### config.mk
export PLATFORM = sky130hd
export DESIGN_NAME = stg_mo
export DESIGN_NICKNAME = d
export VERILOG_FILES = /design/src/hdl/mem_pipe_pkg.sv /design/src/hdl/stg_mo.sv
export VERILOG_INCLUDE_DIRS = /design/src /design/src/hdl
export SDC_FILE = /design/constraint.sdc
export NUM_CORES = 1
export LEC_CHECK = 0
export BUFFER_PORTS_ARGS = -buffer_cell sky130_fd_sc_hd__buf_2
export CAP_MARGIN = 20
export CELL_PAD_IN_SITES_DETAIL_PLACEMENT = 0
export CELL_PAD_IN_SITES_GLOBAL_PLACEMENT = 2
export CORE_UTILIZATION = 21
export DETAILED_ROUTE_END_ITERATION = 7
export HOLD_SLACK_MARGIN = 0.12
export PLACE_DENSITY_LB_ADDON = 0.1
export SYNTH_ARGS = -nofsm -noshare
export SYNTH_HDL_FRONTEND = slang
export SYNTH_SLANG_ARGS = --single-unit
### constraint.sdc
create_clock -name iw_clk -period 3.3 [get_ports iw_clk]
set_input_delay 0.165 -clock iw_clk [delete_from_list [all_inputs] [get_ports iw_clk]]
set_output_delay 0.165 -clock iw_clk [all_outputs]
set_load 0.03 [all_outputs]
### src/hdl/mem_pipe_config.svh
`ifndef MEM_PIPE_CONFIG_SVH
`define MEM_PIPE_CONFIG_SVH

// word width, also the general register width
`define DATA_W 24

// address, special register and wide data width
`define ADDR_W 48

// index bits of the 64-word data memory
`define MEM_AW 6

// general register file entries
`define GP_N 8

// special register file entries
`define SR_N 4

`endif

### src/hdl/mem_pipe_pkg.sv
`include "mem_pipe_config.svh"

package mem_pipe_pkg;

    typedef enum logic [2:0] {
        OP_NOP  = 3'd0,
        OP_LD24 = 3'd1,
        OP_LD48 = 3'd2,
        OP_ST24 = 3'd3,
        OP_ST48 = 3'd4
    } mem_opc_e;

    // register file indices
    typedef logic [$clog2(`GP_N)-1:0] gp_idx_t;
    typedef logic [$clog2(`SR_N)-1:0] sr_idx_t;

    // one micro-operation from the issue side
    typedef struct packed {
        mem_opc_e                  opc;
        logic [`ADDR_W-1:0]        base;
        logic signed [`DATA_W-1:0] offset;
        gp_idx_t                   tgt;
        logic [`ADDR_W-1:0]        wdata;
    } issue_t;

    // address stage to memory-operation stage
    typedef struct packed {
        logic               valid;
        mem_opc_e           opc;
        gp_idx_t            tgt;
        logic [`ADDR_W-1:0] wdata;
        logic               mp;
    } ma_mo_t;

    // memory-operation stage to writeback
    typedef struct packed {
        logic               valid;
        mem_opc_e           opc;
        gp_idx_t            tgt;
        logic [`ADDR_W-1:0] result;
    } mo_wb_t;

    typedef struct packed {
        logic               valid;
        mem_opc_e           opc;
        gp_idx_t            tgt;
        logic [`ADDR_W-1:0] data;
    } retire_t;

    // per-port request for one cycle
    typedef struct packed {
        logic               we;
        logic               is48;
        logic [`ADDR_W-1:0] wdata;
    } mem_req_t;

endpackage

### src/hdl/stg_mo.sv
`timescale 1ns/1ps
`include "mem_pipe_config.svh"

module stg_mo (
    input  logic                   iw_clk,
    input  logic                   iw_rst,
    input  mem_pipe_pkg::ma_mo_t   ma_mo,
    output mem_pipe_pkg::mem_req_t mem_req [0:1],
    input  logic [`ADDR_W-1:0]     rdata [0:1],
    output mem_pipe_pkg::mo_wb_t   mo_wb
);
    import mem_pipe_pkg::*;

    ma_mo_t             op_q;
    logic [`ADDR_W-1:0] ld_data;

    // operation enters MO on the edge the memory latches its address
    always_ff @(posedge iw_clk or posedge iw_rst) begin
        if (iw_rst) begin
            op_q <= '0;
        end else begin
            op_q <= ma_mo;
        end
    end

    always_comb begin
        mem_req[0] = '0;
        mem_req[1] = '0;
        ld_data    = '0;
        if (op_q.valid) begin
            case (op_q.opc)
                OP_LD24: begin
                    // narrow load, high half of the port is ignored
                    ld_data = {{(`ADDR_W-`DATA_W){1'b0}}, rdata[op_q.mp][`DATA_W-1:0]};
                end
                OP_LD48: begin
                    // packing on both ports, the selected one carries the data
                    mem_req[0].is48 = 1'b1;
                    mem_req[1].is48 = 1'b1;
                    ld_data         = rdata[op_q.mp];
                end
                OP_ST24: begin
                    mem_req[op_q.mp].we    = 1'b1;
                    mem_req[op_q.mp].wdata = {{(`ADDR_W-`DATA_W){1'b0}},
                                              op_q.wdata[`DATA_W-1:0]};
                end
                OP_ST48: begin
                    // two words, low word at the address
                    mem_req[op_q.mp].we    = 1'b1;
                    mem_req[op_q.mp].is48  = 1'b1;
                    mem_req[op_q.mp].wdata = op_q.wdata;
                end
                default: begin
                end
            endcase
        end
    end

    // stores and NOPs pass a zero result
    always_ff @(posedge iw_clk or posedge iw_rst) begin
        if (iw_rst) begin
            mo_wb <= '0;
        end else begin
            mo_wb.valid  <= op_q.valid;
            mo_wb.opc    <= op_q.opc;
            mo_wb.tgt    <= op_q.tgt;
            mo_wb.result <= ld_data;
        end
    end

endmodule

==> results.md <==
- Maximum net fanout on the critical path: 41
- Number of DRC violations after detailed routing: 0
- Biggest area contributors in the synthesized netlist: sky130_fd_sc_hd__dfrtp_1, sky130_fd_sc_hd__mux2i_1, sky130_fd_sc_hd__nor3_1, sky130_fd_sc_hd__a21oi_1, sky130_fd_sc_hd__nand2b_1
- CTS sink cnt: 111
- Final hold viol count: 0
- Number of max-cap violations: 0
- Wirelength, routed: 15.8 mm
- Die X-Extent: 149 um
- Async set-or-reset flop fraction in the synthesized netlist: 100%
- Die Area: 0.0223 mm^2
- M1 GR Usage: 15.5%
- Clock transition at the registers of the reported paths: 0.07 ns
- Reg-to-reg startpoint: op_q[0]
- Share of final-layout standard cells stronger than drive strength 1: 39.1%
- Proportion of synthesized chip area in sequential cells: 60.9%
- Core Region: 0.0212 mm^2
- Setup Total Neg Slack: 0 ns
- Number of warnings printed during yosys synthesis: 0
- Resize count post-CTS: 0
- Via count: 4581
- Clock tree from TritonCTS: yes
- Fraction of post-synthesis cell area in the top cell type by area: 60.9%
- Net count, final: 1008
- Worst min path class: in -> reg
- Synthesis-stage register bit count: 111
- Wire length of the first global-routing pass: 24.5 mm
- Post-DRT Antenna Nets: 0
- Endpoint arrival time on the critical path: 2.54 ns
- Starting density of the core: 21.6%
- Number of antenna violations at the first check in global routing: 0
- Die extent in y: 149 um
- Quantity of I/O buffers inserted on ports: 308
- Layer with the highest usage after global routing: met2
- Number of inserted diodes: 0
- Met3 usage: 4.18%
- Largest net degree at the start of global routing: 69
- Shortest period the worst path allows: 2.70 ns
- Tightest Pin Transition: 0.954 ns
- Commonest cells post-synth: sky130_fd_sc_hd__dfrtp_1, sky130_fd_sc_hd__nor3_1, sky130_fd_sc_hd__a21oi_1, sky130_fd_sc_hd__mux2i_1
- Final RePlAce weighted congestion: 0.744
- Number of cell rows: 53
- Yosys top cell by area: sky130_fd_sc_hd__dfrtp_1
- Via count of the first global-routing pass: 4742
- I/O pin count: 309
- Via density per instance: 4.04
- Buffer type at the clock tree root: sky130_fd_sc_hd__clkbuf_16
- Sort of element at the end of the critical path: output pin
- Most repeated cell in the gate-level netlist after synthesis: sky130_fd_sc_hd__dfrtp_1
- Global Route met2 Usage: 26.1%
- Area of the mapped netlist: 0.00456 mm^2
- Peak Freq: 370 MHz
- VDD IR max: 0.223 mV
- Non-filler instance count after layout: 1134
- Clk Latency, worst-skew pair: 0.35 ns
- Leakage power of the design: 0.00433 uW
- Number of DRC markers in iteration 0: 106
- Mapped Cells: 426
- Critical path startpoint: op_q[53]
- Average cell area after synthesis: 10.7 um^2
- Number of enable-type register cells in the synthesized netlist: 0
- Placed Cells: 976
- Number of failing setup endpoints in the final timing report: 0
- Fin. max-slew vios: 0
- Relative slew slack: 36.4%
- Outcome: completed
- RSZ-0062 raised after global routing: false
- Clk buf depth: 2
- Count of cell types in the netlist: 18
- Startpoint type of the worst setup path: flop
- First-pass iteration count of the detailed router: 4
- Post-detailed-route wirelength per cell: 13.9 um
- Post-synthesis to final-layout area growth: 77.5%
- Launch instance of the worst min-delay path: rdata[61]
- Final cycle utilization of the critical path: 81.9%
- Most used flip-flop cell after synthesis: sky130_fd_sc_hd__dfrtp_1
- Num CTS Buffers: 9
- Post-CTS setup buffer count: 0
- Post-cts hold buffer count: 141
- Clk_skew: 0.00569 ns
- Detailed-placement wirelength estimate: 11.1 mm
- Final-layout worst hold slack: 0.133 ns
- Combined global-route utilization of all metal layers: 14.4%
- Maximum level of the CTS H-tree: 3
- Setup Crit Path Kind: reg -> out
- Net Count, Synth: 580
- PD cells: 394 mW/mm^2
- Remaining global-route overflow: 0
- Required time at the worst-slack endpoint: 3.13 ns
==> cell usage in the layout, fill, tap and decap left out, drive strengths merged, types with 10 or more instances in the layout <==
cell type,instances
dlygate4sd3,141
nor3,72
nand2b,25
inv,27
dfrtp,111
nor2,24
mux2i,48
buf,316
a21oi,50
nand2,24
clkbuf,10
==> worst max-delay path, cell delays in order, from the launching register on <==
cell	delay [ns]
sky130_fd_sc_hd__dfrtp_1	0.44
sky130_fd_sc_hd__nand4bb_4	0.62
sky130_fd_sc_hd__buf_4	0.44
sky130_fd_sc_hd__buf_4	0.26
sky130_fd_sc_hd__nor3_1	0.19
sky130_fd_sc_hd__buf_2	0.23
==> metal layers <==
metal / up-vias / routed length, um / share of wire [%]
met3: 15 / 1230 / 7.8
met4: 0 / 281 / 1.8
met5: - / 0 / 0
met1: 2144 / 5950 / 38
met2: 160 / 8290 / 53
li1: 2262 / - / -
==> cells by family (layout without fill, tap and decap cells) <==
kind of cell    Yosys count  count (layout)  synth area share (%)
buf+inv                  66             499                  6.77
compound gates           52              52                  5.70
simple gates            148             148                  16.0
mux                      48              48                  10.5
xor+xnor                  1               1                 0.192
flops                   111             111                  60.9
==> state kept, by name, indices dropped and copies added (netlist names) <==
register / cells
op_q: 56
mo_wb: 55
==> per-stage QoR <==
stage | instance area (um^2) | worst slack [ns] | total power [uW] | utilization (%)
after floorplan | 4560 | 0.204 | 1700 | -
after global placement | 6350 | 1.04 | 1870 | 30.0
after detailed placement | 6350 | 0.974 | 1870 | 30.0
after CTS | 8090 | 0.573 | 3260 | 38.2
after global routing | 8100 | 0.376 | 3360 | 38.3
final | 8100 | 0.596 | 3200 | 38.3
==> report_power, final <==
| part | total [uW] | internal (uW) | leakage [uW] | switching, uW |
|---|---|---|---|---|
| clock | 1200 | 691 | 0.000159 | 513 |
| combinational | 549 | 278 | 0.00277 | 270 |
| sequential | 1440 | 1410 | 0.00139 | 29.2 |
| total | 3200 | 2380 | 0.00433 | 812 |
==> worst paths after layout <==
kind                               endpoint  slack, ns  cells after the start
worst max-delay path            mem_req[94]       0.60                      5
min in group asynchronous         mo_wb[22]       0.48                      3
max in group asynchronous         mo_wb[49]       2.02                      4
worst max register to register    mo_wb[18]       0.98                      4
worst min register to register    mo_wb[48]       0.35                      0
worst min-delay path              mo_wb[13]       0.13                      3
==> layout make-up <==
class                           count  area [um^2]
Clock inverter                      6         90.1
Sequential cell                   111         2780
Tap cell                          275          344
Clock buffer                       10          239
Inverter                           26          100
Multi-Input combinational cell    249         1500
Timing Repair Buffer              457         3050
Fill cell                        2160        13100
(Power assumes the default switching activity.)
