**config.mk**
```make
export PLATFORM = sky130hd
export DESIGN_NAME = stg_wb
export DESIGN_NICKNAME = d
export VERILOG_FILES = /design/src/hdl/mem_pipe_pkg.sv /design/src/hdl/stg_wb.sv
export VERILOG_INCLUDE_DIRS = /design/src /design/src/hdl
export SDC_FILE = /design/constraint.sdc
export NUM_CORES = 1
export LEC_CHECK = 0
export ABC_AREA = 0
export BUFFER_PORTS_ARGS = -buffer_cell sky130_fd_sc_hd__clkbuf_2
export CAP_MARGIN = 20
export CORE_MARGIN = 5
export CORE_UTILIZATION = 47
export CTS_BUF_LIST = sky130_fd_sc_hd__clkbuf_16
export DETAILED_ROUTE_END_ITERATION = 6
export PLACE_DENSITY = 0.7
export SKIP_LAST_GASP = 1
export SYNTH_ARGS = -nofsm -noshare
export SYNTH_HDL_FRONTEND = slang
export SYNTH_SLANG_ARGS = --single-unit
```
**constraint.sdc**
```tcl
create_clock -name iw_clk -period 31.5 [get_ports iw_clk]
set_input_delay 4.725 -clock iw_clk [delete_from_list [all_inputs] [get_ports iw_clk]]
set_output_delay 4.725 -clock iw_clk [all_outputs]
set_load 0.02 [all_outputs]
```
**src/hdl/mem_pipe_config.svh**
```systemverilog
`ifndef MEM_PIPE_CONFIG_SVH
`define MEM_PIPE_CONFIG_SVH

// word width, also the general register width
`define DATA_W 24

// address, special register and wide data width
`define ADDR_W 48

// index bits of the 64-word data memory
`define MEM_AW 6

// general register file entries
`define GP_N 8

// special register file entries
`define SR_N 4

`endif

```
**src/hdl/mem_pipe_pkg.sv**
```systemverilog
`include "mem_pipe_config.svh"

package mem_pipe_pkg;

    typedef enum logic [2:0] {
        OP_NOP  = 3'd0,
        OP_LD24 = 3'd1,
        OP_LD48 = 3'd2,
        OP_ST24 = 3'd3,
        OP_ST48 = 3'd4
    } mem_opc_e;

    // register file indices
    typedef logic [$clog2(`GP_N)-1:0] gp_idx_t;
    typedef logic [$clog2(`SR_N)-1:0] sr_idx_t;

    // one micro-operation from the issue side
    typedef struct packed {
        mem_opc_e                  opc;
        logic [`ADDR_W-1:0]        base;
        logic signed [`DATA_W-1:0] offset;
        gp_idx_t                   tgt;
        logic [`ADDR_W-1:0]        wdata;
    } issue_t;

    // address stage to memory-operation stage
    typedef struct packed {
        logic               valid;
        mem_opc_e           opc;
        gp_idx_t            tgt;
        logic [`ADDR_W-1:0] wdata;
        logic               mp;
    } ma_mo_t;

    // memory-operation stage to writeback
    typedef struct packed {
        logic               valid;
        mem_opc_e           opc;
        gp_idx_t            tgt;
        logic [`ADDR_W-1:0] result;
    } mo_wb_t;

    typedef struct packed {
        logic               valid;
        mem_opc_e           opc;
        gp_idx_t            tgt;
        logic [`ADDR_W-1:0] data;
    } retire_t;

    // per-port request for one cycle
    typedef struct packed {
        logic               we;
        logic               is48;
        logic [`ADDR_W-1:0] wdata;
    } mem_req_t;

endpackage

```
**src/hdl/stg_wb.sv**
```systemverilog
`timescale 1ns/1ps
`include "mem_pipe_config.svh"

module stg_wb (
    input  logic                  iw_clk,
    input  logic                  iw_rst,
    input  mem_pipe_pkg::mo_wb_t  mo_wb,
    input  mem_pipe_pkg::gp_idx_t gp_ridx,
    output logic [`DATA_W-1:0]    gp_rdata,
    input  mem_pipe_pkg::sr_idx_t sr_ridx,
    output logic [`ADDR_W-1:0]    sr_rdata,
    output mem_pipe_pkg::retire_t retire
);
    import mem_pipe_pkg::*;

    logic [`DATA_W-1:0] gp_rf [`GP_N];
    logic [`ADDR_W-1:0] sr_rf [`SR_N];
    sr_idx_t            sr_widx;

    // special file uses the low bits of the target
    assign sr_widx = mo_wb.tgt[$bits(sr_idx_t)-1:0];

    always_ff @(posedge iw_clk or posedge iw_rst) begin
        if (iw_rst) begin
            for (int i = 0; i < `GP_N; i++) begin
                gp_rf[i] <= '0;
            end
            for (int i = 0; i < `SR_N; i++) begin
                sr_rf[i] <= '0;
            end
        end else if (mo_wb.valid) begin
            if (mo_wb.opc == OP_LD24) begin
                gp_rf[mo_wb.tgt] <= mo_wb.result[`DATA_W-1:0];
            end
            if (mo_wb.opc == OP_LD48) begin
                sr_rf[sr_widx] <= mo_wb.result;
            end
        end
    end

    assign gp_rdata = gp_rf[gp_ridx];
    assign sr_rdata = sr_rf[sr_ridx];

    // every valid op retires, stores carry a zero result from MO
    always_ff @(posedge iw_clk or posedge iw_rst) begin
        if (iw_rst) begin
            retire <= '0;
        end else begin
            retire.valid <= mo_wb.valid;
            retire.opc   <= mo_wb.opc;
            retire.tgt   <= mo_wb.tgt;
            retire.data  <= mo_wb.result;
        end
    end

endmodule

```
==> results.md, run 1 <==
* Status: completed
* Synth top cells by count: 439 x dfrtp_1, 368 x mux2_2, 96 x mux4_2
* Seq cells post-synth at around 440
* Vias at between 9000 and 10000
* Syn_nets at between 1000 and 1500
* DRC violations left at 0
* CTS tree: done
* Total core area at ~0.039 mm2
* Tmin final at ~11 ns
* Ys flop type: dfrtp_1
* HP Class: register to register
* Top delay family on crit path: buffers and inverters
* Crit path largest cell delay at roughly 0.64 ns
* Antenna violations before repair at 1
* GPL Wtd Cong at 0.735
* Synth unique cells at 20
* Die H at 208 um
* Setup_tns at 0 ns
* CP arrival at approximately 6.6 ns
* Starting Density at 0.476
* Peak VDD IR at approximately 0.042 mV
* Number of synthesized flops with an enable pin at 0
* Cts repair resizes at 0
* Final Hold Viols at 0
* Leak at 10.3 nW
* Non-Filler Instances at between 1500 and 2000
* CP endpoint kind: primary output
* # rows at between 70 and 80
* Worst-Skew Late Latency at 0.56 ns
* Gr usage total at 0.192
* Synth top area cells: dfrtp_1 59%, mux2_2 22%, mux4_2 12%
* Sequential-to-total area share from yosys stat at 0.594
* Routed wire per std cell at between 20 and 25 um
* HPWL Detailed at ~24000 um
* Most common cell in the synthesized netlist: dfrtp_1
* I/O Pins at about 190
* H-tree depth at 2
* Peak Freq at 0.0884 GHz
* RSZ-0062 raised after global routing: no
* Routed WL at between 40000 and 50000 um
* YS warnings at 0
* Worst EP required at approximately 27 ns
* Slew @ Worst Pin at a little under 1 ns
* Yosys top cell by area: dfrtp_1
* Slew Viols, Final at 0
* Drt pass-1 iters at 6
* Area grow syn2layout at 15.8%
* Hold_ws at between 0.4 and 0.5 ns
* Die area at 0.0434 mm2
* Mapped cell area at 0.0185 mm2
* Yosys top cell area share at 0.594
* Slowest cell on the critical path: buf_4
* Post-DR vias/cell at roughly 5.5
* Synth Instances at 1052
* Total CTS buffers at 47
* Post-route ant nets at 0
* DRT iter0 DRCs at 440
* CP cell instances: buf_4, buf_4, mux4_2, clkbuf_2
* Final worst-path cycle share at 0.359
* Syn avg cell area at 17.6 um2
* Clock buffer depth at 3
* Max Cap Viol at 0
* Slew margin rel. at 0.354
* Largest net degree at the start of global routing at roughly 130
* Number of cells after detailed placement at approximately 1700
* Share of cells above drive strength 1 at 0.627
* Reg clk slew, reported paths at about 0.060 ns
* Final net count at 1285
* Startpoint types: primary input
* Finish-stage setup viols at 0
* Congestion Overflow GR at 0
* CP max FO at 30
* # Post-CTS Setup Buffers at 0
* First-pass GRT wire length at about 66000 um
* Async S/R FF share, synth at 1.00
* Pwr dens at 68.1 mW/mm2
* Diode count at 0
* Worst path bufs/invs at 3
* Post-CTS Hold Fix Bufs at 0
* Clock Sinks at around 440
* Vias in the first global route at approximately 11000
* Crit Path Category: primary input to primary output
* Most used cell, CP: buf_4
* IO Port Bufs at ~190
* Clk Tree Root Cell: clkbuf_16
* Clock Skews at 0 ns
* Die width at around 210 um
==> layout make-up <==
| cell class | instances | area [um2] |
|---|---|---|
| clock inverters | 36 | 293 |
| inverters | 1 | 11.3 |
| well taps | 518 | 648 |
| clock buffers | 49 | 1230 |
| fillers | 3087 | 17400 |
| flip-flops and latches | 439 | 11000 |
| repair buffers | 211 | 1160 |
| multi-input cells | 523 | 7080 |
==> metal layers <==
metal | up-vias | wire [um] | track usage
met5 | - | 7 | 0
met4 | 2 | 950 | 0.0546
met3 | 64 | 2090 | 0.0459
met2 | 191 | 19900 | 0.313
met1 | 5335 | 18100 | 0.260
li1 | 4225 | - | -
==> report_power, final <==
group | internal, mW | switching [mW]
Clock | 0.321 | 0.222
Combinational | 0.123 | 0.104
Sequential | 0.648 | 0.0404
==> path summary, 6_finish.rpt <==
path / startpoint / to / slack [ns] / cells after the start
worst min register to register: gp_rf[67]$_DFFE_PP0P_ / gp_rf[67]$_DFFE_PP0P_ / 0.50 / 1
worst min-delay path: gp_rf[67]$_DFFE_PP0P_ / gp_rf[67]$_DFFE_PP0P_ / 0.50 / 1
worst max-delay path: sr_ridx[0] / sr_rdata[12] / 20.19 / 4
min in group asynchronous: iw_rst / retire[14]$_DFF_PP0_ / 4.31 / 2
worst max register to register: sr_rf[151]$_DFFE_PP0P_ / sr_rf[151]$_DFFE_PP0P_ / 30.70 / 1
max in group asynchronous: iw_rst / sr_rf[0]$_DFFE_PP0P_ / 24.66 / 4
==> layout by cell type (no fill, tap or decap), drive strengths merged, types with 3 or more instances in the layout <==
| master | count |
|---|---|
| bufinv | 5 |
| buf | 25 |
| mux4 | 96 |
| nand3b | 3 |
| clkinv | 21 |
| clkbuf | 235 |
| inv | 9 |
| nor2 | 3 |
| mux2 | 408 |
| dfrtp | 439 |
==> sequential cells by signal, summed over array words and instances (netlist names) <==
name / flops
gp_rf: 192
sr_rf: 192
retire: 55
==> stage by stage <==
step                total power [mW]  setup WS [ns]  instance area (um2)  utilization
detailed placement             0.928          20.08                19800        0.511
global placement               0.919          20.10                19800        0.511
finish                          1.46          20.19                21400        0.551
global route                    1.53          20.04                21400        0.551
CTS                             1.48          20.08                21300        0.550
floorplan                      0.858          14.54                18500            -
==> cell families (layout without fill, tap and decap cells) <==
logic type | Yosys count | after routing | share of synthesized area
AND/OR/NAND/NOR | 19 | 19 | 0.00887
buffers and inverters | 90 | 297 | 0.0233
multiplexers | 504 | 504 | 0.374
flip-flops | 439 | 439 | 0.594
No activity file was read; power rests on OpenSTA's default activity.
==> run 2: changes to the inputs <==
--- a/config.mk
+++ b/config.mk
@@ -6,7 +6,7 @@
 export SDC_FILE = /design/constraint.sdc
 export NUM_CORES = 1
 export LEC_CHECK = 0
-export ABC_AREA = 0
+export ABC_AREA = 1
 export BUFFER_PORTS_ARGS = -buffer_cell sky130_fd_sc_hd__clkbuf_2
 export CAP_MARGIN = 20
 export CORE_MARGIN = 5
==> constraint.sdc (replaced) <==
create_clock -name iw_clk -period 11.1 [get_ports iw_clk]
set_input_delay 1.665 -clock iw_clk [delete_from_list [all_inputs] [get_ports iw_clk]]
set_output_delay 1.665 -clock iw_clk [all_outputs]
set_load 0.02 [all_outputs]
==> results.md, run 2 <==
* # Post-CTS Setup Buffers at 0 (unchanged)
* Crit path from: gp_ridx[0] (was sr_ridx[0])
* P_sw at 1.14 mW (was 366 uW)
* Sequential Power Share at 0.486 (was 0.472)
* Synth top area cells: dfrtp_1 57%, nand2_1 17%, nand3_1 6.2% (was dfrtp_1 59%, mux2_2 22%, mux4_2 12%)
* HPWL Detailed at 32000 um (was 24100 um)
* Total core area at 0.0408 mm2 (was 0.0388 mm2)
* Async S/R FF share, synth at 1.00 (unchanged)
* Gr usage total at 0.240 (was 0.192)
* Seq cells post-synth at 439 (unchanged)
* Clock Sinks at 439 (unchanged)
* H-tree depth at 2 (unchanged)
* Int Pwr at 2.87 mW (was 1.09 mW)
* I/O Pins at 189 (unchanged)
* CTS tree: done (unchanged)
* Final net count at 2613 (was 1285)
* Slew @ Worst Pin at 1.09 ns (was 0.969 ns)
* Status: completed (unchanged)
* DRT iter0 DRCs at 1582 (was 440)
* Routed WL at 54100 um (was 41000 um)
* Share of cells above drive strength 1 at 0.113 (was 0.627)
* Post-DR vias/cell at 5.35 (was 5.52)
* Synth top cells by count: 857 x nand2_1, 439 x dfrtp_1, 249 x inv_1 (was 439 x dfrtp_1, 368 x mux2_2, 96 x mux4_2)
* Routed wire per std cell at 17.4 um (was 23.1 um)
* Leak at 11.8 nW (was 10.3 nW)
* Hold_ws at 0.469 ns (was 0.500 ns)
* DP Area at 0.0207 mm2 (was 0.0198 mm2)
* Reg2Reg Capture Point: sr_rf[155]$_DFFE_PP0P_ (was sr_rf[151]$_DFFE_PP0P_)
* Total chip power at 4.01 mW (was 1.46 mW)
* FF-to-FF setup slack at 10.35 ns (was 30.70 ns)
* Cts repair resizes at 0 (unchanged)
* CP endpoint kind: primary output (unchanged)
* CP max FO at 52 (was 30)
* Design area at 0.0222 mm2 (was 0.0214 mm2)
* Sw Ratio at 0.284 (was 0.251)
* Setup crit end: gp_rdata[17] (was sr_rdata[12])
* Starting Density at 0.476 (about the same)
* Antenna violations before repair at 1 (unchanged)
* Die area at 0.0455 mm2 (was 0.0434 mm2)
* Most frequent cells in the layout: 853 x nand2_1, 439 x dfrtp_1, 259 x inv_1 (was 439 x dfrtp_1, 368 x mux2_2, 186 x clkbuf_2)
* Congestion Overflow GR at 0 (unchanged)
* Yosys top cell area share at 0.565 (was 0.594)
* Clock buffer depth at 3 (unchanged)
* Slew margin rel. at 0.276 (was 0.354)
* HP Class: register to register (unchanged)
* Comb pwr share at 0.152 (was 0.156)
* Launch point of the worst reg-to-reg path: sr_rf[155]$_DFFE_PP0P_ (was sr_rf[151]$_DFFE_PP0P_)
* Syn avg cell area at 7.96 um2 (was 17.6 um2)
* Largest net degree at the start of global routing at 158 (was 131)
* Synth Instances at 2441 (was 1052)
* Multi-input gate area at 0.00688 mm2 (was 0.00708 mm2)
* DRC violations left at 0 (unchanged)
* YS warnings at 0 (unchanged)
* Clock share of power at 0.362 (was 0.372)
* Vias in the first global route at 16600 (was 10900)
* Mapped cell area at 0.0194 mm2 (was 0.0185 mm2)
* Area grow syn2layout at 14.4% (was 15.8%)
* Vias at 16700 (was 9817)
* CP arrival at 4.03 ns (was 6.58 ns)
* Post-CTS Hold Fix Bufs at 0 (unchanged)
* First-pass GRT wire length at 88300 um (was 65600 um)
* RSZ-0062 raised after global routing: no (unchanged)
* Register Area at 0.0110 mm2 (unchanged)
* Setup_tns at 0 ns (unchanged)
* Worst r2r path cells at 2 (was 1)
* Final Hold Viols at 0 (unchanged)
* Largest regs: gp_rf (192), sr_rf (192), retire (55) (unchanged)
* Synth unique cells at 14 (was 20)
* Tmin final at around 5.7 ns
* Worst-Skew Late Latency at 0.57 ns (was 0.56 ns)
* Clk Tree Root Cell: clkbuf_16 (unchanged)
* Drt pass-1 iters at 7 (was 6)
* Slew Viols, Final at 0 (unchanged)
* Most common cell in the synthesized netlist: nand2_1 (was dfrtp_1)
* Ys flop type: dfrtp_1 (unchanged)
* Reg clk slew, reported paths at 0.06 ns (about the same)
* IO Port Bufs at 188 (unchanged)
* Pwr dens at 180 mW/mm2 (was 68.1 mW/mm2)
* Crit Path Category: primary input to primary output (unchanged)
* Worst EP required at 9.44 ns (was 26.78 ns)
* Number of synthesized flops with an enable pin at 0 (unchanged)
* Syn_nets at 2503 (was 1114)
* # rows at 74 (was 72)
* Peak VDD IR at 0.136 mV (was 0.0422 mV)
* Yosys top cell by area: dfrtp_1 (unchanged)
* Post-route ant nets at 0 (unchanged)
* Startpoint types: primary input (unchanged)
* GPL Wtd Cong at 0.839 (was 0.735)
* Finish-stage setup viols at 0 (unchanged)
* Commonest non-fill, non-tap cell in the layout: nand2_1 (was dfrtp_1)
* Peak Freq at ~0.18 GHz
* Sequential-to-total area share from yosys stat at 0.565 (was 0.594)
* Die H at 213 um (was 208 um)
* Filler cells at 3735 (was 3087)
* Max Cap Viol at 0 (unchanged)
* Die width at 213 um (was 208 um)
* Clock Skews at 0 ns (unchanged)
* Final worst-path cycle share at 0.513
* Total CTS buffers at 48 (was 47)
==> run 2: changes by cell type after synthesis, moves of 166 or more <==
cell / previous run / this run
inv_1: 1 / 249
mux2_2: 368 / 0
nand2_1: 2 / 857
nand3_1: 2 / 240
o21ai_0: 0 / 170
o21ai_1: 0 / 166
==> run 2: worst min-delay path by stage <==
stage                           start  slack (ns)  depth (start not counted)                endpoint
2_1_floorplan  gp_rf[100]$_DFFE_PP0P_        0.44                          2  gp_rf[100]$_DFFE_PP0P_
3_3_place_gp    gp_rf[79]$_DFFE_PP0P_        0.45                          2   gp_rf[79]$_DFFE_PP0P_
3_5_place_dp   gp_rf[127]$_DFFE_PP0P_        0.46                          2  gp_rf[127]$_DFFE_PP0P_
4_1_cts         gp_rf[89]$_DFFE_PP0P_        0.47                          2   gp_rf[89]$_DFFE_PP0P_
5_1_grt        gp_rf[139]$_DFFE_PP0P_        0.48                          2  gp_rf[139]$_DFFE_PP0P_
6_report       gp_rf[109]$_DFFE_PP0P_        0.47                          2  gp_rf[109]$_DFFE_PP0P_
==> run 2: cell families (layout without fill, tap and decap cells) <==
kind of cell	after synthesis	after routing	synth area share
buffers and inverters	412	552	0.0823
AND/OR/NAND/NOR	1206	1206	0.250
other	0	1	0
AO/OA/AOI/OAI	384	384	0.102
flip-flops	439	439	0.565
==> run 2: routing by layer <==
layer | up-vias | wire (um) | track usage
li1 | 7913 | - | -
met1 | 8131 | 23400 | 0.329
met2 | 520 | 26000 | 0.398
met3 | 94 | 3170 | 0.0320
met4 | 0 | 1620 | 0.0836
met5 | - | 0 | 0
==> run 2: area by class of cell <==
cell class / count / area share
antenna: 1 / 0.000113
clock buffer: 49 / 0.0552
clock inverter: 31 / 0.00777
inverter: 253 / 0.0429
multi-input combinational: 1590 / 0.310
sequential: 439 / 0.494
tap: 532 / 0.0300
timing repair buffer: 219 / 0.0600
==> run 2: worst max-delay path, cell delays in order <==
cell      delay, ns
buf_2          0.32
inv_2          0.74
buf_4          0.62
nand2_1        0.14
nand3_1        0.09
nand2_1        0.07
nand2_1        0.06
nand2_1        0.11
clkbuf_2       0.17
==> run 2: per-stage QoR <==
step                      instances  utilization  setup WS [ns]
after floorplan                2441            -           3.50
after global placement         3025        0.505           5.48
after detailed placement       3029        0.507           5.44
after CTS                      3109        0.542           5.44
after global routing           3114        0.544           5.23
final                          3114        0.544           5.41
==> run 2: power by group through the flow <==
| stage | sequential [mW] | clock, mW | combinational, mW |
|---|---|---|---|
| after floorplan | 1.96 | 0 | 0.425 |
| after global placement | 1.96 | 0 | 0.594 |
| after detailed placement | 1.97 | 0 | 0.612 |
| after CTS | 1.95 | 1.49 | 0.615 |
| after global routing | 1.98 | 1.56 | 0.704 |
| final | 1.95 | 1.45 | 0.609 |
