### config.mk
export PLATFORM = sky130hd
export DESIGN_NAME = stg_ma
export DESIGN_NICKNAME = d
export VERILOG_FILES = /design/src/hdl/mem_pipe_pkg.sv /design/src/hdl/stg_ma.sv
export VERILOG_INCLUDE_DIRS = /design/src /design/src/hdl
export SDC_FILE = /design/constraint.sdc
export NUM_CORES = 1
export LEC_CHECK = 0
export CAP_MARGIN = 20
export CORE_UTILIZATION = 45
export CTS_CLUSTER_DIAMETER = 60
export DETAILED_ROUTE_END_ITERATION = 8
export DONT_BUFFER_PORTS = 1
export GPL_ROUTABILITY_DRIVEN = 1
export GPL_TIMING_DRIVEN = 0
export PLACE_DENSITY_LB_ADDON = 0.2
export SETUP_SLACK_MARGIN = 0.15
export SYNTH_ARGS = -nofsm -noshare
export SYNTH_HDL_FRONTEND = slang
export SYNTH_SLANG_ARGS = --single-unit
### constraint.sdc
create_clock -name iw_clk -period 5.1 [get_ports iw_clk]
set_input_delay 0.51 -clock iw_clk [delete_from_list [all_inputs] [get_ports iw_clk]]
set_output_delay 0.51 -clock iw_clk [all_outputs]
set_load 0.01 [all_outputs]
### src/hdl/mem_pipe_config.svh
`ifndef MEM_PIPE_CONFIG_SVH
`define MEM_PIPE_CONFIG_SVH

// word width, also the general register width
`define DATA_W 24

// address, special register and wide data width
`define ADDR_W 48

// index bits of the 64-word data memory
`define MEM_AW 6

// general register file entries
`define GP_N 8

// special register file entries
`define SR_N 4

`endif

### src/hdl/mem_pipe_pkg.sv
`include "mem_pipe_config.svh"

package mem_pipe_pkg;

    typedef enum logic [2:0] {
        OP_NOP  = 3'd0,
        OP_LD24 = 3'd1,
        OP_LD48 = 3'd2,
        OP_ST24 = 3'd3,
        OP_ST48 = 3'd4
    } mem_opc_e;

    // register file indices
    typedef logic [$clog2(`GP_N)-1:0] gp_idx_t;
    typedef logic [$clog2(`SR_N)-1:0] sr_idx_t;

    // one micro-operation from the issue side
    typedef struct packed {
        mem_opc_e                  opc;
        logic [`ADDR_W-1:0]        base;
        logic signed [`DATA_W-1:0] offset;
        gp_idx_t                   tgt;
        logic [`ADDR_W-1:0]        wdata;
    } issue_t;

    // address stage to memory-operation stage
    typedef struct packed {
        logic               valid;
        mem_opc_e           opc;
        gp_idx_t            tgt;
        logic [`ADDR_W-1:0] wdata;
        logic               mp;
    } ma_mo_t;

    // memory-operation stage to writeback
    typedef struct packed {
        logic               valid;
        mem_opc_e           opc;
        gp_idx_t            tgt;
        logic [`ADDR_W-1:0] result;
    } mo_wb_t;

    typedef struct packed {
        logic               valid;
        mem_opc_e           opc;
        gp_idx_t            tgt;
        logic [`ADDR_W-1:0] data;
    } retire_t;

    // per-port request for one cycle
    typedef struct packed {
        logic               we;
        logic               is48;
        logic [`ADDR_W-1:0] wdata;
    } mem_req_t;

endpackage

### src/hdl/stg_ma.sv
`timescale 1ns/1ps
`include "mem_pipe_config.svh"

module stg_ma (
    input  logic                  iw_clk,
    input  logic                  iw_rst,
    input  logic                  issue_valid,
    input  mem_pipe_pkg::issue_t  issue,
    output logic                  addr_port,
    output logic [`ADDR_W-1:0]    addr,
    output mem_pipe_pkg::ma_mo_t  ma_mo
);
    import mem_pipe_pkg::*;

    logic [`ADDR_W-1:0] ea;
    logic               valid_q;
    mem_opc_e           opc_q;
    gp_idx_t            tgt_q;
    logic [`ADDR_W-1:0] wdata_q;
    logic [`ADDR_W-1:0] addr_q;
    logic               toggle_q;

    // effective address, offset is sign-extended to the full width
    always_comb begin
        ea = issue.base + {{(`ADDR_W-`DATA_W){issue.offset[`DATA_W-1]}}, issue.offset};
    end

    // port toggle runs free, MO always works on the other port
    always_ff @(posedge iw_clk or posedge iw_rst) begin
        if (iw_rst) begin
            toggle_q <= 1'b0;
        end else begin
            toggle_q <= ~toggle_q;
        end
    end

    always_ff @(posedge iw_clk or posedge iw_rst) begin
        if (iw_rst) begin
            valid_q <= 1'b0;
            opc_q   <= OP_NOP;
            tgt_q   <= '0;
            wdata_q <= '0;
            addr_q  <= '0;
        end else begin
            // a NOP still drives an address but is not qualified
            valid_q <= issue_valid && (issue.opc != OP_NOP);
            opc_q   <= issue.opc;
            tgt_q   <= issue.tgt;
            wdata_q <= issue.wdata;
            addr_q  <= ea;
        end
    end

    // address goes out on the port the toggle points at this cycle
    assign addr_port = toggle_q;
    assign addr      = addr_q;

    // mp tells MO which port got this address
    always_comb begin
        ma_mo.valid = valid_q;
        ma_mo.opc   = opc_q;
        ma_mo.tgt   = tgt_q;
        ma_mo.wdata = wdata_q;
        ma_mo.mp    = toggle_q;
    end

endmodule

==> results.md, run 1 <==
Outcome:
- The run finished, with violations left.
- The final reports fail on DRC.

Setup path:
- The flop-to-flop setup slack is 4.53 ns.
- The worst register-to-register path begins at addr_port.
- In this design, the largest share of critical-path delay is due to compound AO/OA/AOI/OAI gates.
- The arrival time at the worst endpoint is 3.06 ns.
- In this run the critical register-to-register path is captured at addr_port.
- The number of buffers and inverters on the critical path is 0.
- The critical path capture point type is a flip-flop.
- The number of cells on the worst reg-to-reg path is 1.
- At the worst endpoint, the required time is 5.38 ns.
- The worst setup path is launched from an input pin.
- The most prevalent standard cell on the critical path is sky130_fd_sc_hd__a21oi_1.
- The slowest stage of the critical path is the sky130_fd_sc_hd__fa_1 cell.
- Traced cell by cell, the critical path runs through ha_1 > fa_1 > a21oi_1 > o211ai_1 > a21oi_1 > o21ai_1 > a21boi_0 > nor4_1 > o21ai_0 > xnor2_1.
- The start-to-end type of the worst setup path is input pin to flip-flop.
- The highest cell delay on the worst timing path is 0.42 ns.
- The largest fanout on the critical path is 4.

Power:
- The clock network accounts for 31.4% of the total power.
- The power dissipated by switching net loads is 692.3 uW.
- The leakage component of the power is 2.643 nW.
- Cell internal power was estimated by the tool at 1.435 mW.
- Power spread over the standard cell area amounts to 354.7 nW/um^2.
- Registers are responsible for 48.9% of the overall power.
- The part of the power in combinational logic is 19.7%.
- The fraction of power spent switching nets is 32.54%.
- Across the VDD grid, the largest voltage drop is 0.1607 mV.

Clocking:
- The clock reaches the later pin of the worst-skew pair after 0.35 ns.
- The number of sinks handled by clock tree synthesis is 104.
- The number of hold buffers added after CTS is 0.
- The count of instances resized after the clock tree is built is 0.
- Clock-pin slew was measured on the worst setup and hold paths at 0.07 ns.
- The total clock buffers created by CTS is 9.
- The number of setup buffers added after CTS is 0.
- TritonCTS built the clock tree.
- The number of H-tree levels is 3.
- The tree is rooted in a sky130_fd_sc_hd__clkbuf_16.
- In this run the deepest clock path goes through 2 buffers.

Synth:
- The net count after synthesis is 708.
- Summing every instance area after synthesis gives 5497 sq um.
- The number of synthesized flops with an enable pin is 0.
- The Yosys step of the flow raised 0 warnings.
- The flip-flop and latch count after synthesis is 104.
- The cell type contributing the most total cell area after synthesis is sky130_fd_sc_hd__dfrtp_1.
- After synthesis, the cell types taking the most area are sky130_fd_sc_hd__dfrtp_1 47%, sky130_fd_sc_hd__ha_1 11%, sky130_fd_sc_hd__xnor2_1 4.9%.
- Synthesis handed over a netlist of 531 instances.
- Dividing the synthesized area by the synthesized cell count gives 10.35 sq um.
- After synthesis, the share of flip-flops with an asynchronous set or reset is 100.0%.
- The portion of the post-synthesis area used by sequential elements is 47.35%.
- Synthesis instantiated 56 different standard cells from the library.
- The top cell type by area accounts for 47.35% of the synthesized area.
- For this run, the leading register cell type out of synthesis is sky130_fd_sc_hd__dfrtp_1.

Route:
- The violation count after the first detailed-route iteration is 266.
- The routed wire length is 14190 microns.
- In the routed design, unresolved DRC markers number 3.
- The final routed wire length divided by cell count is 20.41 microns.
- The routed via count divided by cell count is 5.905.
- The count of TritonRoute iterations in the first routing pass is 8.
- The total vias in the final route is 4104.
- In this run the remaining antenna-violating nets after routing total 0.

STA:
- The ratio of final minimum period to clock period is 54.56%.
- The fmax is 0.3594 GHz.
- The summed negative setup slack over all endpoints is 0 ns.
- Setup repair after global routing left no endpoint under its margin.
- The final hold violation count is 0.
- The max-slew headroom at the worst pin is 61.11%.
- The count of final setup violators is 0.
- At the pin with the least slew margin, the transition time is 0.5833 ns.
- The time the worst path needs with I/O delays and setup is 2.783 ns.
- The post-route clock skew is 0 ns.
- The max-slew violation count is 0.

Global routing:
- The residual overflow from global routing is 0.
- Across every metal layer, demand over resource in global routing totals 22.73%.
- The via count of the first global-routing pass was 4053.
- The number of antenna violations at the first check in global routing came to 0.
- The maximum number of pins on one net before global-route repair is 61.
- The wire length of the first global-routing pass is 21880 microns.

Placed design:
- The half-perimeter wire length of the detailed placement result is 11270 microns.
- The number of placed instances, taps included, is 679.
- Routability-driven placement finished with a final weighted congestion of 0.8848.
- The total placed instance area is 5710 sq um.
- During placement, the flow inserted port buffers numbering 0.

Floorplanning:
- The floorplan has 40 rows.
- The floorplan step set the die width to 112.5 microns.
- In this run the standard cell core region covers 11960 sq um.
- The initial core utilization is 45.95%.
- The number of top-level design ports is 234.
- The die outline area is 12660 sq um.
- The floorplan step set the die height to 112.5 microns.

Finish:
- The number of nets at the end of the flow is 720.
- The count of cells in the finished layout, fillers not included, comes to 695.
- Summing all multi-input logic gate instances after layout gives 2720 sq um.
- The filler cells instantiated in the layout total 1127.
- The top cell types in the final layout, fill and taps aside, are 104 x sky130_fd_sc_hd__dfrtp_1, 49 x sky130_fd_sc_hd__a21oi_1, 47 x sky130_fd_sc_hd__ha_1.
- Measured on the finished design, the core utilization comes to 50.15%.
- The number of diodes is 0.
- Leaving out fill and tap cells, the most frequent cell in the layout is sky130_fd_sc_hd__dfrtp_1.
- The relative area change from synthesis to final layout is 9.128%.
- The ratio of cells with drive above 1 in the final layout is 8.394%.
- The total area of sequential cells is 2603 sq um.
- The final instance area is 5998 sq um.

Worst hold path:
- In this run the worst hold path is classified as input pin to async pin.

Flow run:
- Across the run, the number of max-cap violations was 0.
## cells in the mapped netlist (2+ instances only)
library cell	instances
sky130_fd_sc_hd__a211oi_1	2
sky130_fd_sc_hd__a211oi_2	2
sky130_fd_sc_hd__a21boi_0	3
sky130_fd_sc_hd__a21o_1	22
sky130_fd_sc_hd__a21o_2	2
sky130_fd_sc_hd__a21oi_1	49
sky130_fd_sc_hd__a21oi_2	2
sky130_fd_sc_hd__a221o_1	2
sky130_fd_sc_hd__a221oi_1	2
sky130_fd_sc_hd__a311oi_1	2
sky130_fd_sc_hd__a31oi_1	8
sky130_fd_sc_hd__and2_1	4
sky130_fd_sc_hd__and4_1	3
sky130_fd_sc_hd__buf_2	9
sky130_fd_sc_hd__buf_4	2
sky130_fd_sc_hd__clkbuf_1	9
sky130_fd_sc_hd__dfrtp_1	104
sky130_fd_sc_hd__ha_1	47
sky130_fd_sc_hd__inv_1	17
sky130_fd_sc_hd__nand2_1	42
sky130_fd_sc_hd__nand2b_1	2
sky130_fd_sc_hd__nand3_1	13
sky130_fd_sc_hd__nand4_1	16
sky130_fd_sc_hd__nor2_1	31
sky130_fd_sc_hd__nor3_1	9
sky130_fd_sc_hd__nor4_1	9
sky130_fd_sc_hd__o211ai_1	4
sky130_fd_sc_hd__o21a_1	4
sky130_fd_sc_hd__o21ai_0	26
sky130_fd_sc_hd__o21ai_1	6
sky130_fd_sc_hd__o21bai_1	11
sky130_fd_sc_hd__or3_1	2
sky130_fd_sc_hd__xnor2_1	31
sky130_fd_sc_hd__xor2_1	12
## cell type report
class	instances	share of cell area [%]
sequential	104	43.39
clock inverter	7	1.043
buffer	22	1.836
timing repair buffer	1	0.4589
clock buffer	9	3.755
inverter	17	1.106
tap	147	3.066
multi-input combinational	388	45.35
## cells by family after synthesis
| logic type | count (synthesis) | synth area share [%] |
|---|---|---|
| DFF | 104 | 47.35 |
| AOI/OAI and AO/OA | 161 | 19.62 |
| muxes | 1 | 0.1821 |
| xor gates and xnor gates | 43 | 6.852 |
| and+or+nand+nor | 135 | 11.77 |
| buffers and inverters | 39 | 3.164 |
| adders and majority gates | 48 | 11.06 |
## layer usage
| metal | wire, microns | part of all wire (%) | GRT usage (%) | vias up |
|---|---|---|---|---|
| met5 | 0 | 0 | 0 | - |
| met4 | 280 | 2.0 | 9.867 | 0 |
| li1 | - | - | - | 1940 |
| met3 | 1030 | 7.3 | 5.562 | 20 |
| met1 | 6135 | 43 | 29.30 | 1976 |
| met2 | 6738 | 48 | 36.44 | 168 |
## through the flow
step                      power, mW  hold slack [ns]  worst slack, ns
after global routing          2.240           0.1439            2.073
after floorplan               1.359           0.4780            1.858
final                         2.128          0.09501            2.317
after global placement        1.465           0.4912           0.8846
after CTS                     2.149           0.1100            2.336
after detailed placement      1.474           0.4965            1.947
## flip-flops by register name (all words and copies together), names as in the netlist
name and cells:
addr 48, wdata_q 48, opc_q 3, tgt_q 3, addr_port 1, valid_q 1
## power groups by stage
| stage | Sequential, mW | Clock [mW] | Combinational, mW |
|---|---|---|---|
| after CTS | 1.04 | 0.686 | 0.418 |
| after detailed placement | 1.06 | 0 | 0.415 |
| after floorplan | 1.03 | 0 | 0.328 |
| after global routing | 1.05 | 0.719 | 0.471 |
| after global placement | 1.06 | 0 | 0.407 |
| final | 1.04 | 0.668 | 0.419 |
## how the worst max path moves through the flow
| stage | from | end | slack [ns] | cells past startpoint |
|---|---|---|---|---|
| floorplan | iw_rst | addr[0] | 1.86 | 1 |
| global placement | iw_rst | addr[40] | 0.88 | 1 |
| detailed placement | issue[51] | addr[42] | 1.95 | 10 |
| CTS | issue[51] | addr[42] | 2.34 | 10 |
| global route | issue[51] | addr[42] | 2.07 | 10 |
| finish | issue[51] | addr[42] | 2.32 | 10 |
Power figures use the tool's default switching activity.
==> run 2, diff against run 1 <==
==> constraint.sdc (replaced) <==
create_clock -name iw_clk -period 2.5 [get_ports iw_clk]
set_input_delay 0.25 -clock iw_clk [delete_from_list [all_inputs] [get_ports iw_clk]]
set_output_delay 0.25 -clock iw_clk [all_outputs]
set_load 0.01 [all_outputs]
==> run 2 against run 1 <==
Compared with the run above: the run now ends clean; utilization increased by 5.3 points; sequential cell count is the same; non-clock buffer count is 60 higher; sequential share of layout area fell by 4.2 points; register-to-register slack worse by 2.6 ns; critical path depth unchanged; worst setup slack lost 2.1 ns; critical path type unchanged.
==> results.md, run 2 (synthesis results as in run 1) <==
Route:
- The final routed wire length divided by cell count is 19.86 microns.
- The post-detailed-route count of antenna-violating nets is 0.
- The final route contains 4339 vias.
- The first TritonRoute pass finished after 5 iterations.
- Using the TritonRoute via totals, the vias-per-cell ratio works out to 5.747.
- For this block, the routed nets add up to 14990 microns of wire.
- The violation count after the first detailed-route iteration is 235.
- The post-detailed-route DRC marker count is 0.

Flow run:
- The max-capacitance violation count is 0.

Clocking:
- The longest clock path from root to sink contains 2 buffers.
- CTS saw 104 sinks.
- The root cell of the clock tree is sky130_fd_sc_hd__clkbuf_16.
- TritonCTS built the clock tree.
- Buffers inserted during clock tree synthesis total 9.
- The clock insertion delay at the later pin of the skew report is 0.34 ns.
- Clock-pin slew was measured on the worst setup and hold paths at 0.07 ns.
- The number of H-tree levels is 3.

Setup path:
- The critical path in this run is classified as input pin to flip-flop.
- Measured in cells, the most critical reg-to-reg path has a length of 1.
- The required time of the critical path is 2.76 ns.
- On the critical path the largest part of the delay comes from compound AO/OA/AOI/OAI gates.
- The startpoint type of the worst setup path is an input pin.
- The worst register-to-register path begins at addr_port.
- Traced cell by cell, the critical path runs through ha_1 > buf_2 > a21oi_1 > o21ai_0 > nor4_1 > o21ai_1 > a21boi_1 > nor4_1 > o21ai_0 > xnor2_1.
- The largest fanout on the critical path is 8.
- The endpoint identified for the worst register-to-register timing path is addr_port.
- Together, buffers and inverters on the worst path number 1.
- Setup slack on the worst reg-to-reg path comes out at 1.91 ns.
- STA puts the critical path data arrival time at 2.52 ns.
- The critical path capture point type is a flip-flop.
- The critical-path cell with the highest stage delay is sky130_fd_sc_hd__nor4_1.
- In this design, the stage delay of the slowest critical-path cell is 0.36 ns.

Outcome:
- The flow ran to the end, and the final reports show no timing, DRC or antenna violations.

Power:
- The share of power burned in registers is 47.5%.
- Net switching is 31.65% of the power.
- The part of the power in combinational logic is 21.2%.
- The power density of the placed cells is 673.5 nW/um^2.
- The clock share of power is 31.3%.
- The power dissipated by switching net loads is 1.414 mW.
- VDD sags by at most 0.3076 mV.
- The design internal power is 3.054 mW.
- In this run the static leakage power is 2.913 nW.

Worst hold path:
- The worst hold path begins at issue[75].
- Along the worst hold path, the cell count comes to 1.
- The worst hold-check path type is input pin to flip-flop.
- The path with the worst hold slack has its endpoint at addr[0].

Finish:
- The number of nets at the end of the flow is 780.
- Leaving out fill and tap cells, the most frequent cell in the layout is sky130_fd_sc_hd__dfrtp_1.
- The ratio of cells with drive above 1 in the final layout is 9.046%.
- The top cell types in the final layout, fill and taps aside, are 104 x sky130_fd_sc_hd__dfrtp_1, 55 x sky130_fd_sc_hd__dlygate4sd3_1, 47 x sky130_fd_sc_hd__a21oi_1, 47 x sky130_fd_sc_hd__ha_1, 42 x sky130_fd_sc_hd__nand2_1.
- The number of diodes is 0.
- Once layout is complete, the cells apart from fillers number 755.
- From synthesis to final layout, the design area changed by 20.71%.

Floorplanning:
- For this configuration, the core starts out at a cell density of 45.95%.
- The number of placement rows is 40.
- The number of top-level design ports is 234.
- The die is 112.5 microns wide.
- The die is 112.5 microns tall.
- The area inside the core boundary is 11960 sq um.
- The die covers 12660 sq um.

STA:
- The ratio of final minimum period to clock period is 90.47%.
- The max-slew violation count came to 0.
- Hold is met by 0.03372 ns.
- The final hold violation count came to 0.
- The post-route clock skew is 0 ns.
- For the finished layout, the period the worst path requires is 2.262 ns.
- Once routing completed, OpenROAD measured the worst setup slack at 0.2382 ns.
- Headroom to the max-slew limit came out at 49.42%.
- The count of final setup violators is 0.
- The actual transition at the worst max-transition pin is 0.7571 ns.
- Setup repair after global routing could not meet its margin everywhere.
- Static timing analysis puts the maximum clock frequency at 0.4421 GHz.

Placed design:
- The half-perimeter wire length of the detailed placement result is 11490 microns.
- At the end of routability-driven placement, the weighted congestion stood at 0.8817.
- After detailed placement, the design holds a cell count of 680.
- At the placement stage, the worst setup path has a slack of -0.3533 ns.
- Input and output buffers added on the ports amount to 0.

Global routing:
- The number of antenna violations at the first check in global routing is 0.
- Entering global routing, the biggest net connects 45 pins.
- The global-route total usage across every layer is 23.68%.
- The residual overflow from global routing is 0.
- The first global-routing pass estimated 22740 microns of wire.
- The via count of the first global-routing pass is 4291.
run 2: final cells by class:
class / instances / area (sq um)
buffer: 22 / 110.1
clock buffer: 11 / 252.7
clock inverter: 5 / 46.29
fill: 1064 / 5326
inverter: 17 / 67.56
multi-input combinational: 388 / 2751
sequential: 104 / 2603
tap: 147 / 183.9
timing repair buffer: 61 / 620.6
run 2: repair_timing:
| item | in CTS | in global routing |
|---|---|---|
| setup buffers | 0 | 4 |
| setup endpoints to repair | 2 | 7 |
| pin swaps | 0 | 3 |
| endpoints found under the hold margin | 87 | 0 |
| hold buffers | 55 | 0 |
| resized for setup | 2 | 4 |
run 2: power groups by stage:
| stage | sequential [mW] | combinational [mW] | clock, mW |
|---|---|---|---|
| global placement | 2.16 | 0.826 | 0 |
| finish | 2.12 | 0.948 | 1.40 |
| CTS | 2.13 | 0.926 | 1.44 |
| global route | 2.14 | 1.06 | 1.51 |
| detailed placement | 2.16 | 0.847 | 0 |
| floorplan | 2.10 | 0.670 | 0 |
run 2: worst max-delay path by stage:
stage / from / to / slack [ns] / cells past startpoint
after floorplan: issue[51] / addr[42] / 0.21 / 10
after global placement: issue[51] / addr[42] / -0.32 / 10
after detailed placement: issue[51] / addr[42] / -0.35 / 10
after CTS: issue[51] / addr[46] / 0.16 / 10
after global routing: issue[66] / addr[46] / 0.13 / 10
final: issue[66] / addr[42] / 0.24 / 10
run 2: stage by stage:
stage	instance area, sq um	power [mW]	setup TNS, ns	util [%]
global route	6635	4.711	0	55.47
global placement	5684	2.987	-0.9630	47.52
detailed placement	5724	3.008	-1.126	47.86
floorplan	5500	2.772	0	-
finish	6635	4.468	0	55.47
CTS	6578	4.496	0	54.99
run 2: metal layers:
layer | track usage, % | vias to the layer above | wire, microns
met1 | 28.31 | 2092 | 6111
li1 | - | 2052 | -
met3 | 7.613 | 20 | 1180
met2 | 40.29 | 175 | 7433
met4 | 8.000 | 0 | 269
met5 | 0 | - | 0
==> run 3, diff against run 2 <==
--- a/config.mk
+++ b/config.mk
@@ -13,7 +13,7 @@
 export DONT_BUFFER_PORTS = 1
 export GPL_ROUTABILITY_DRIVEN = 1
 export GPL_TIMING_DRIVEN = 0
-export PLACE_DENSITY_LB_ADDON = 0.2
+export PLACE_DENSITY = 0.73
 export SETUP_SLACK_MARGIN = 0.15
 export SYNTH_ARGS = -nofsm -noshare
 export SYNTH_HDL_FRONTEND = slang
==> run 3 against run 2 <==
Compared with the run above: critical path depth stayed put; die area did not move; routed wire length is 1.4% lower; sequential power about the same; largest cell class unchanged; largest power group unchanged.
==> results.md, run 3 (synthesis results as in run 1) <==
Finish:
- From synthesis to final layout, the design area changed by 19.80%.
- The library cells used most frequently in the layout, excluding fill and tap cells, are 104 x sky130_fd_sc_hd__dfrtp_1, 55 x sky130_fd_sc_hd__dlygate4sd3_1, 47 x sky130_fd_sc_hd__a21oi_1, 47 x sky130_fd_sc_hd__ha_1, 42 x sky130_fd_sc_hd__nand2_1.
- At the end of the flow the core is filled with cells to 55.05%.
- The final instance area is 6585 sq um.
- The number of antenna diodes in the final layout is 0.
- Leaving out fill and tap cells, the most frequent cell in the layout is sky130_fd_sc_hd__dfrtp_1.
- Of the cells placed in the final design, the portion with a size suffix greater than 1 is 8.567%.
- For this run, the post-layout net count is 780.

Setup path:
- The number of buffers and inverters on the critical path is 0.
- Traced cell by cell, the critical path runs through ha_1 > fa_2 > a21oi_2 > o211ai_1 > a21oi_2 > o21ai_1 > a21oi_2 > o311ai_2 > a31oi_1 > xnor2_1.
- Among all stages on the critical path, the largest delay is contributed by sky130_fd_sc_hd__fa_2.
- The cell family contributing the most delay on the critical path is compound AO/OA/AOI/OAI gates.
- The critical path starts at issue[51].
- STA classifies the critical path startpoint as an input pin.
- STA classifies the critical path endpoint as a flip-flop.
- Along the worst path, the maximum fanout reaches 4.
- The required time of the critical path is 2.76 ns.
- The critical path in this run is classified as input pin to flip-flop.
- The arrival time at the worst endpoint is 2.52 ns.
- The source of the worst register-to-register timing path is addr_port.
- The highest cell delay on the worst timing path is 0.38 ns.
- The most prevalent standard cell on the critical path is sky130_fd_sc_hd__a21oi_2.

Clocking:
- The clock reaches the later pin of the worst-skew pair after 0.33 ns.
- TritonCTS built the clock tree.
- The clock tree synthesis step divided the H-tree into 3 levels.
- The maximum count of clock buffers along a single path is 2.
- The total clock buffers created by CTS is 9.
- The root cell of the clock tree is sky130_fd_sc_hd__clkbuf_16.
- Clock-pin slew was measured on the worst setup and hold paths at 0.07 ns.
- The number of sinks handled by clock tree synthesis is 104.

Floorplanning:
- For this design the top-level I/O count stands at 234.
- The number of placement rows is 40.
- The initial core utilization is 45.95%.
- The die covers 12660 sq um.
- The die is 112.5 microns tall.
- The area inside the core boundary is 11960 sq um.
- The die is 112.5 microns wide.

STA:
- The final hold violation count is 0.
- The max-slew violation count is 0.
- Of the available clock period, the critical path in the final layout requires 90.39%.
- On the final layout, the worst clock skew is 0 ns.
- The time the worst path needs with I/O delays and setup is 2.260 ns.
- The fmax is 0.4425 GHz.
- Setup repair after global routing left no endpoint under its margin.
- The smallest setup slack after layout is 0.2402 ns.
- The worst pin sits at a relative slew slack of 67.01%.
- At the pin with the least slew margin, the transition time is 0.4949 ns.
- The count of final setup violators is 0.

Route:
- Using the TritonRoute via totals, the vias-per-cell ratio works out to 5.788.
- The first detailed-routing pass ran for 5 iterations.
- The detailed router placed 4364 vias in this run.
- The post-detailed-route count of antenna-violating nets is 0.
- The violation count after the first detailed-route iteration is 297.
- The final routed wire length divided by cell count is 19.61 microns.
- For this run, design rule violations remaining after detail routing come to 0.
- The routed design has 14780 microns of wire.

Flow run:
- The max-capacitance violation count is 0.

Global routing:
- The global-route total usage across every layer is 22.82%.
- The first global-routing pass estimated 22340 microns of wire.
- The maximum number of pins on one net before global-route repair is 48.
- The number of antenna violations at the first check in global routing is 0.
- Global routing finished with a remaining overflow of 0.
- The via count of the first global-routing pass came to 4214.

Placed design:
- During placement, the flow inserted port buffers numbering 0.
- The HPWL after detailed placement is 11110 microns.
- In this run the cell area measured after placement is 5724 sq um.
- The global placer's final weighted congestion is 0.8715.
- Prior to clock tree synthesis, the placed netlist has a worst setup slack of -0.3773 ns.

Power:
- The design internal power is 3.007 mW.
- Power spread over the standard cell area amounts to 666.3 nW/um^2.
- The share of power burned in registers is 48.3%.
- The part of the power in combinational logic is 21.8%.
- The leakage component of the power is 2.897 nW.
- The clock share of power is 29.9%.
- The power dissipated by switching net loads is 1.380 mW.
- The worst voltage drop across the vdd grid is 0.3053 mV.
- The fraction of power spent switching nets is 31.46%.

Worst hold path:
- The worst hold-check path type is input pin to flip-flop.
- The worst hold path begins at issue_valid.

Outcome:
- The flow ran to the end, and the final reports show no timing, DRC or antenna violations.
[run 3: cell count changes in the layout (fill, tap and decap cells not counted), sizes merged]
cell	previous run	this run
inv	19	18
[run 3: metrics by stage]
stage          cells  hold slack, ns  TNS [ns]  total power, mW
2_1_floorplan    531          0.2814         0            2.772
3_3_place_gp     678          0.2815   -0.9248            2.982
3_5_place_dp     680          0.1319    -1.295            3.010
4_1_cts          750         0.01394         0            4.397
5_1_grt          754         0.03426         0            4.594
6_report         754         0.03838         0            4.388
[run 3: layout make-up]
cell class,instances,area (sq um)
fillers,1000,5376
multi-input cells,388,2730
flip-flops and latches,104,2603
repair buffers,61,620.6
clock buffers,11,242.7
well taps,147,183.9
plain buffers,22,110.1
inverters,17,67.56
clock inverters,4,27.53
[run 3: final timing paths]
kind / slack, ns / cells past startpoint / end
max: 0.24 / 10 / addr[46]
min: 0.04 / 1 / valid_q
max reg2reg: 1.91 / 1 / addr_port
min reg2reg: 0.52 / 1 / addr_port
max in group asynchronous: 1.57 / 3 / addr[21]
min in group asynchronous: 0.39 / 2 / wdata_q[24]
[run 3: power by group through the flow]
stage	registers [mW]	clock network [mW]	logic, mW
2_1_floorplan	2.10	0	0.670
3_3_place_gp	2.15	0	0.828
3_5_place_dp	2.15	0	0.855
4_1_cts	2.12	1.34	0.933
5_1_grt	2.14	1.40	1.06
6_report	2.12	1.31	0.956
[run 3: repair_timing]
item | 4_1_cts | 5_1_grt
buffers inserted | 0 | 4
setup endpoints to repair | 2 | 6
hold buffers | 55 | 0
pin swaps | 0 | 4
endpoints found under the hold margin | 69 | 0
gates resized for setup | 2 | 4
[run 3: routing by layer]
layer	track usage [%]	up-vias	routed length (microns)
met3	5.724	18	1072
met5	0	-	0
met1	28.20	2091	6244
met4	7.644	0	250
met2	39.01	188	7216
li1	-	2067	-
